## config.mk

```make
export PLATFORM = sky130hd
export DESIGN_NAME = instructionDecode
export DESIGN_NICKNAME = d
export VERILOG_FILES = /design/src/verilog/mipsDecodePkg.sv /design/src/verilog/regReadIf.sv /design/src/verilog/instructionDecode.sv /design/src/verilog/hazardDetector.sv /design/src/verilog/controlDecoder.sv /design/src/verilog/registerFile.sv
export SDC_FILE = /design/constraint.sdc
export NUM_CORES = 2
export LEC_CHECK = 0
export BUFFER_PORTS_ARGS = -buffer_cell sky130_fd_sc_hd__buf_4
export CORE_ASPECT_RATIO = 0.75
export CORE_MARGIN = 10
export CORE_UTILIZATION = 30
export DETAILED_ROUTE_END_ITERATION = 10
export GPL_TIMING_DRIVEN = 0
export HOLD_SLACK_MARGIN = 0.05
export PLACE_DENSITY = 0.44
export SLEW_MARGIN = 20
export SYNTH_ARGS = -nofsm -noshare
export SYNTH_HDL_FRONTEND = slang
export SYNTH_SLANG_ARGS = --single-unit
```

## constraint.sdc

```tcl
create_clock -name clk -period 2.2 [get_ports clk]
set_input_delay 0.11 -clock clk [delete_from_list [all_inputs] [get_ports clk]]
set_output_delay 0.11 -clock clk [all_outputs]
set_load 0.005 [all_outputs]
```

## src/verilog/mipsDecodePkg.sv

```systemverilog
package mipsDecodePkg;

	//////////////////////////////
	// Widths
	//////////////////////////////

	// Data path word
	localparam int DATA_W = 32;

	// Register index, five bits for 32 entries
	localparam int REG_ADDR_W = 5;

	// Register file depth
	localparam int NUM_REGS = 32;

	// Immediate field of I-type instructions
	localparam int IMM_W = 16;

	//////////////////////////////
	// Encodings
	//////////////////////////////

	// Primary opcode, instruction bits 31..26
	typedef enum logic [5:0]
	{
		opRType = 6'h00,
		opBeq = 6'h04,
		opAddi = 6'h08,
		opSlti = 6'h0A,
		opLw = 6'h23,
		opSw = 6'h2B
	} opcodeT;

	// Operation requested from execute
	typedef enum logic [1:0]
	{
		// Address calc and addi
		aluAdd = 2'b00,
		// Compare for beq
		aluSub = 2'b01,
		// Execute looks at the funct field
		aluFunct = 2'b10,
		// Set on less than
		aluSlt = 2'b11
	} aluOpT;

	// Control word, grouped as WB / MEM / EX
	typedef struct packed
	{
		// Write-back group
		logic regWrite;
		logic memToReg;
		// Memory group
		logic branch;
		logic memRead;
		logic memWrite;
		// Execute group
		logic regDst;
		aluOpT aluOp;
		logic aluSrc;
	} ctrlT;

endpackage
```

## src/verilog/regReadIf.sv

```systemverilog
`timescale 1ns/1ps

// Two-port register read bundle
// Addresses go out, data comes back in the same cycle
interface regReadIf;
	import mipsDecodePkg::*;

	// Source register indices from the instruction
	logic [REG_ADDR_W-1:0] rs;
	logic [REG_ADDR_W-1:0] rt;

	// Read data for rs
	logic [DATA_W-1:0] dataA;
	// Read data for rt
	logic [DATA_W-1:0] dataB;

	// Decode side
	modport reader
	(
		output rs,
		output rt,
		input dataA,
		input dataB
	);

	// Register file side
	modport file
	(
		input rs,
		input rt,
		output dataA,
		output dataB
	);

endinterface

```

## src/verilog/instructionDecode.sv

```systemverilog
`timescale 1ns/1ps

// ID stage: register read, main control, load-use check, ID/EX latch
module instructionDecode
(
	input logic clk,
	input logic rst,

	// Write-back port from the last stage
	input logic regWrite,
	input logic [mipsDecodePkg::REG_ADDR_W-1:0] regWriteAddr,
	input logic [mipsDecodePkg::DATA_W-1:0] regWriteData,

	// From IF/ID
	input logic [mipsDecodePkg::DATA_W-1:0] instructionAddress,
	input logic [mipsDecodePkg::DATA_W-1:0] instruction,

	// From ID/EX, the instruction now in execute
	input logic exMemRead,
	input logic [mipsDecodePkg::REG_ADDR_W-1:0] exRt,

	// Hold controls back to fetch
	output logic pcWrite,
	output logic ifIdWrite,

	// ID/EX control groups
	output logic idRegWrite,
	output logic idMemToReg,
	output logic idBranch,
	output logic idMemRead,
	output logic idMemWrite,
	output logic idRegDst,
	output logic idAluSrc,
	output mipsDecodePkg::aluOpT idAluOp,

	// ID/EX data fields
	output logic [mipsDecodePkg::DATA_W-1:0] idInstructionAddress,
	output logic [mipsDecodePkg::DATA_W-1:0] idRegA,
	output logic [mipsDecodePkg::DATA_W-1:0] idRegB,
	output logic [mipsDecodePkg::DATA_W-1:0] idImm,
	output logic [mipsDecodePkg::REG_ADDR_W-1:0] idRs,
	output logic [mipsDecodePkg::REG_ADDR_W-1:0] idRt,
	output logic [mipsDecodePkg::REG_ADDR_W-1:0] idRd
);
	import mipsDecodePkg::*;

	//////////////////////////////
	// Instruction fields
	//////////////////////////////

	opcodeT opcodeField;
	logic [REG_ADDR_W-1:0] rsField;
	logic [REG_ADDR_W-1:0] rtField;
	logic [REG_ADDR_W-1:0] rdField;
	logic [IMM_W-1:0] immField;
	logic [DATA_W-1:0] immExt;

	assign opcodeField = opcodeT'(instruction[31:26]);
	assign rsField = instruction[25:21];
	assign rtField = instruction[20:16];
	assign rdField = instruction[15:11];
	assign immField = instruction[IMM_W-1:0];

	// Sign-extend, logical ops included
	assign immExt = {{(DATA_W - IMM_W){immField[IMM_W-1]}}, immField};

	//////////////////////////////
	// Sub-blocks
	//////////////////////////////

	regReadIf rdBus ();

	// Source indices go straight to the read ports
	assign rdBus.rs = rsField;
	assign rdBus.rt = rtField;

	registerFile regFile0
	(
		.clk(clk),
		.rst(rst),
		.regWrite(regWrite),
		.regWriteAddr(regWriteAddr),
		.regWriteData(regWriteData),
		.rd(rdBus.file)
	);

	ctrlT ctrlDecoded;
	ctrlT ctrlIssued;
	logic stall;

	controlDecoder ctrl0
	(
		.opcode(opcodeField),
		.ctrl(ctrlDecoded)
	);

	hazardDetector hdu0
	(
		.rs(rsField),
		.rt(rtField),
		.exMemRead(exMemRead),
		.exRt(exRt),
		.stall(stall)
	);

	// Freeze PC and IF/ID while the load finishes
	assign pcWrite = ~stall;
	assign ifIdWrite = ~stall;

	// Bubble: zero controls, data fields still pass
	assign ctrlIssued = stall ? ctrlT'('0) : ctrlDecoded;

	//////////////////////////////
	// ID/EX register
	//////////////////////////////

	ctrlT idCtrl;

	always_ff @(posedge clk)
	begin
		if (rst)
		begin
			idCtrl <= '0;
			idInstructionAddress <= '0;
			idRegA <= '0;
			idRegB <= '0;
			idImm <= '0;
			idRs <= '0;
			idRt <= '0;
			idRd <= '0;
		end
		else
		begin
			idCtrl <= ctrlIssued;
			idInstructionAddress <= instructionAddress;
			idRegA <= rdBus.dataA;
			idRegB <= rdBus.dataB;
			idImm <= immExt;
			// rs/rt/rd kept for forwarding and regDst in later stages
			idRs <= rsField;
			idRt <= rtField;
			idRd <= rdField;
		end
	end

	// Unpack latched control word onto the flat ports
	assign idRegWrite = idCtrl.regWrite;
	assign idMemToReg = idCtrl.memToReg;
	assign idBranch = idCtrl.branch;
	assign idMemRead = idCtrl.memRead;
	assign idMemWrite = idCtrl.memWrite;
	assign idRegDst = idCtrl.regDst;
	assign idAluSrc = idCtrl.aluSrc;
	assign idAluOp = idCtrl.aluOp;

endmodule

```

## src/verilog/hazardDetector.sv

```systemverilog
`timescale 1ns/1ps

// Load-use hazard check against the instruction in EX
module hazardDetector
(
	input logic [mipsDecodePkg::REG_ADDR_W-1:0] rs,
	input logic [mipsDecodePkg::REG_ADDR_W-1:0] rt,
	input logic exMemRead,
	input logic [mipsDecodePkg::REG_ADDR_W-1:0] exRt,
	output logic stall
);

	// EX holds a load with a real destination
	logic loadInEx;

	// Destination hits a source of the decoding instruction
	logic hitRs;
	logic hitRt;

	//////////////////////////////
	// Compare
	//////////////////////////////

	// r0 is never a true dependency
	assign loadInEx = exMemRead && (exRt != '0);

	assign hitRs = (exRt == rs);
	assign hitRt = (exRt == rt);

	// One bubble needed, loaded data is not ready before MEM
	// rt is checked even for I-type, costs an extra stall at worst
	assign stall = loadInEx && (hitRs || hitRt);

endmodule

```

## src/verilog/controlDecoder.sv

```systemverilog
`timescale 1ns/1ps

// Main control, opcode to WB / MEM / EX groups
// Purely combinational
module controlDecoder
(
	input mipsDecodePkg::opcodeT opcode,
	output mipsDecodePkg::ctrlT ctrl
);
	import mipsDecodePkg::*;

	always_comb
	begin
		// Start from a no-op, each opcode sets only its own bits
		ctrl = '0;

		case (opcode)
			// ALU register ops, result to rd
			opRType:
			begin
				ctrl.regWrite = 1'b1;
				ctrl.regDst = 1'b1;
				ctrl.aluOp = aluFunct;
			end

			// Load word, base + offset, data from memory to rt
			opLw:
			begin
				ctrl.regWrite = 1'b1;
				ctrl.memToReg = 1'b1;
				ctrl.memRead = 1'b1;
				ctrl.aluSrc = 1'b1;
				ctrl.aluOp = aluAdd;
			end

			// Store word, no register write
			opSw:
			begin
				ctrl.memWrite = 1'b1;
				ctrl.aluSrc = 1'b1;
				ctrl.aluOp = aluAdd;
			end

			// Branch on equal
			// Execute subtracts, target resolved further down
			opBeq:
			begin
				ctrl.branch = 1'b1;
				ctrl.aluOp = aluSub;
			end

			// Add immediate into rt
			opAddi:
			begin
				ctrl.regWrite = 1'b1;
				ctrl.aluSrc = 1'b1;
				ctrl.aluOp = aluAdd;
			end

			// Set on less than immediate
			opSlti:
			begin
				ctrl.regWrite = 1'b1;
				ctrl.aluSrc = 1'b1;
				ctrl.aluOp = aluSlt;
			end

			// Anything else passes through as a bubble
			default:
			begin
				ctrl = '0;
			end
		endcase
	end

endmodule

```

## src/verilog/registerFile.sv

```systemverilog
`timescale 1ns/1ps

// 32 x 32 register file, one write port, two async reads
module registerFile
(
	input logic clk,
	input logic rst,
	input logic regWrite,
	input logic [mipsDecodePkg::REG_ADDR_W-1:0] regWriteAddr,
	input logic [mipsDecodePkg::DATA_W-1:0] regWriteData,
	regReadIf.file rd
);
	import mipsDecodePkg::*;

	// Storage, entry 0 is never written
	logic [DATA_W-1:0] regs [NUM_REGS];

	// Qualified write, drops writes to r0
	logic writeEn;

	assign writeEn = regWrite && (regWriteAddr != '0);

	// One read port
	// r0 reads zero, a write in flight to the same index wins
	function automatic logic [DATA_W-1:0] readPort(input logic [REG_ADDR_W-1:0] addr);
		logic [DATA_W-1:0] word;
		if (addr == '0)
			word = '0;
		else if (writeEn && (regWriteAddr == addr))
			word = regWriteData;
		else
			word = regs[addr];
		return word;
	endfunction

	//////////////////////////////
	// Write
	//////////////////////////////

	always_ff @(posedge clk)
	begin
		if (rst)
		begin
			for (int i = 0; i < NUM_REGS; i++)
				regs[i] <= '0;
		end
		else if (writeEn)
			regs[regWriteAddr] <= regWriteData;
	end

	//////////////////////////////
	// Read
	//////////////////////////////

	// Same rule on both ports
	always_comb
	begin
		rd.dataA = readPort(rd.rs);
		rd.dataB = readPort(rd.rt);
	end

endmodule

```

==> impl_metrics.ini <==
[grt]
grt_max_degree = 33
grt_pass1_wl_um = 328000
grt_pass1_vias = 39500
grt-ovfl-total = 0
grt_usage = 0.220
antenna_found_initial = 25

[clock_tree]
cts_tree = yes
cts_buffer_depth = 3
htree_levels = 4
root_buffer = clkbuf_16
cts_sinks = 1154
clk_pin_slew_ps = 70
insertion_delay_ps = 790
cts_made_buffers = 135

[timing]
final_hold_viol_count = 0
slew_headroom = 0.193
slew_viol_final = 0
rsz0062_at_grt = yes
post-route-min-period_ps = 2330
fin_crit_sh = 1.06
fin_hold_ws_ps = 90.7
max_freq_mhz = 430
fin_tns_setup_ps = -5280
skew_ps = 36.1
worst_pin_slew_ps = 1210
setup_viol = 133
fin_ws_ps = -127

[logic_synthesis]
synth.top_cell.area_share = 0.524
yosys-top-cells-count = edfxtp_1, and2_1, mux4_2
async_reset_ff_frac = 0
avgSynthCellArea_um2 = 14.5
ys_ff_latch = 1154
yosysSeqAreaShare = 0.568
synthCells = 4036
ys_warn_count = 0
synthesis.area_mm2 = 0.0587
netlist-cell-type-count = 44
synth.area.top_cells = edfxtp_1, mux4_2, and2_1
synth-edff-count = 1024
yosysTopAreaCell = edfxtp_1
synthFlopType = edfxtp_1
synth.most_common_cell = edfxtp_1

[worst_hold_path]
worstHoldPathType = primary input to register
holdPathStages = 3

[worst_setup_path]
startpoint_type = primary input
path_max_fanout = 10
r2r_cells = 4
required_ps = 2890
endpoint_kind = register
cp.arrival_ps = 3010
critPathKind = primary input to register

[power]
leakage_nw = 25.0
ir_drop_uv = 816
cellPowerDensity_mw_per_mm2 = 792

[run]
drv_cap = 0

[place]
place_congestion = 0.912
hpwl_um = 178000
dpl_worst_slack_ps = -1330
portBuffers = 252
placed_area_mm2 = 0.0640

[route]
vias = 39600
postRouteAntennaNets = 0
vias_per_cell = 5.45
drc_errors = 0
first_iter_violations = 4867
wl_um = 245000
routedWlPerCell_um = 33.7
firstDrtPassIters = 5

[status]
status = finished, violations left
violations = setup timing

[floorplanning]
core_area_mm2 = 0.194
rows = 140
io_pins = 264
dieHeight_um = 403
die-width_um = 531
initial_core_util = 0.302
dieArea_mm2 = 0.214

[finish]
layout.nets = 4704
drive_gt1_frac = 0.249
design_area_mm2 = 0.0700
area_growth_pct = 19.2
final_util = 0.360
[critical path, cell delays in order]
cell and delay [ps]:
buf_2 310, buf_2 400, buf_2 570, clkbuf_2 630, o221ai_1 340, o211ai_1 230
nand3b_1 110, a32o_2 280
[placed cells by master (no fill, tap or decap), types with 7 or more instances in the layout]
cell type,Yosys,routed
nor2b_1,60,60
o221ai_1,64,64
a21oi_1,67,67
and2_1,994,994
a32o_1,12,12
clkinv_1,0,19
or2_2,33,7
o211ai_1,129,129
mux2i_1,320,320
nor2_1,42,25
inv_6,0,10
nor3_1,7,7
buf_6,8,8
clkbuf_1,306,273
mux4_2,384,384
o22ai_1,64,64
dlygate4sd3_1,0,115
xor2_1,14,14
clkinv_2,0,16
clkbuf_2,0,56
clkbuf_16,0,148
edfxtp_1,1024,1024
diode_2,0,11
conb_1,1,32
buf_2,97,88
a32o_2,52,52
buf_4,35,292
or2_4,0,46
dfxtp_1,130,130
a22oi_1,65,64
nor2_2,0,17
nand3b_1,71,71
[state kept, by name (all words and copies together), names as in the netlist]
register and cells:
idRegB 32, idRd 1, idMemWrite 1, idMemRead 1, idRs 5, idAluOp 2, idRegWrite 1, idRegDst 1
idRegA 32, idInstructionAddress 32, idBranch 1, idImm 15, idAluSrc 1, regFile0.regs 1024, idRt 5
[timing repair]
| action | 4_1_cts | 5_1_grt |
|---|---|---|
| hold buffers | 115 | 0 |
| hold endpoints to repair | 209 | 0 |
| setup endpoints to repair | 1132 | 512 |
| pin swaps | 2 | 5 |
| resized for setup | 94 | 70 |
| cloned | 13 | 7 |
| buffers inserted | 1 | 4 |
[final cells by class]
| type | count | area (µm²) |
|---|---|---|
| timing repair buffer | 374 | 3150 |
| inverter | 4 | 15.0 |
| antenna | 11 | 27.5 |
| clock inverter | 59 | 452 |
| fill | 18700 | 124000 |
| buffer | 457 | 2250 |
| multi-input combinational | 2468 | 23700 |
| clock buffer | 180 | 3860 |
| sequential | 1154 | 33400 |
| tap | 2556 | 3200 |
[through the flow]
| stage | cells | power [mW] |
|---|---|---|
| finish | 7263 | 55.4 |
| global route | 7254 | 56.9 |
| CTS | 7241 | 55.6 |
| detailed placement | 6877 | 32.8 |
| global placement | 6875 | 32.7 |
| floorplan | 4067 | 29.5 |
[metal layers]
layer  global-route usage  wire, µm  vias up
li1                     -         -    16600
met1                0.328    114000    20700
met2                0.310    101000     1943
met3               0.0527     21800      309
met4               0.0723      8570        2
met5                    0        13        -
[logic make-up (layout without fill, tap and decap cells)]
logic type,after synthesis,in the layout,synth area share
AOI/OAI and AO/OA,457,457,0.0595
xor gates and xnor gates,20,20,0.00298
buffers and inverters,465,1074,0.0356
DFF,1154,1154,0.568
muxes,704,704,0.202
other,1,43,0.0000639
and+or+nand+nor,1235,1255,0.132
[where the power goes]
| part | leakage, nW | internal, mW | switching [mW] |
|---|---|---|---|
| sequential | 10.8 | 25.1 | 0.582 |
| combinational | 12.0 | 2.77 | 4.23 |
| clock | 2.12 | 12.8 | 9.90 |
[path summary, 6_finish.rpt]
kind | startpoint | end | slack [ps]
worst max-delay path | instruction[18] | idRegB[14] | -130
worst min-delay path | instruction[5] | idImm[5] | 90
worst min register to register | regFile0.regs[16][26] | idRegB[26] | 940
worst max register to register | regFile0.regs[15][5] | idRegB[5] | 200
Note: power is estimated with default switching activity, not from simulation.
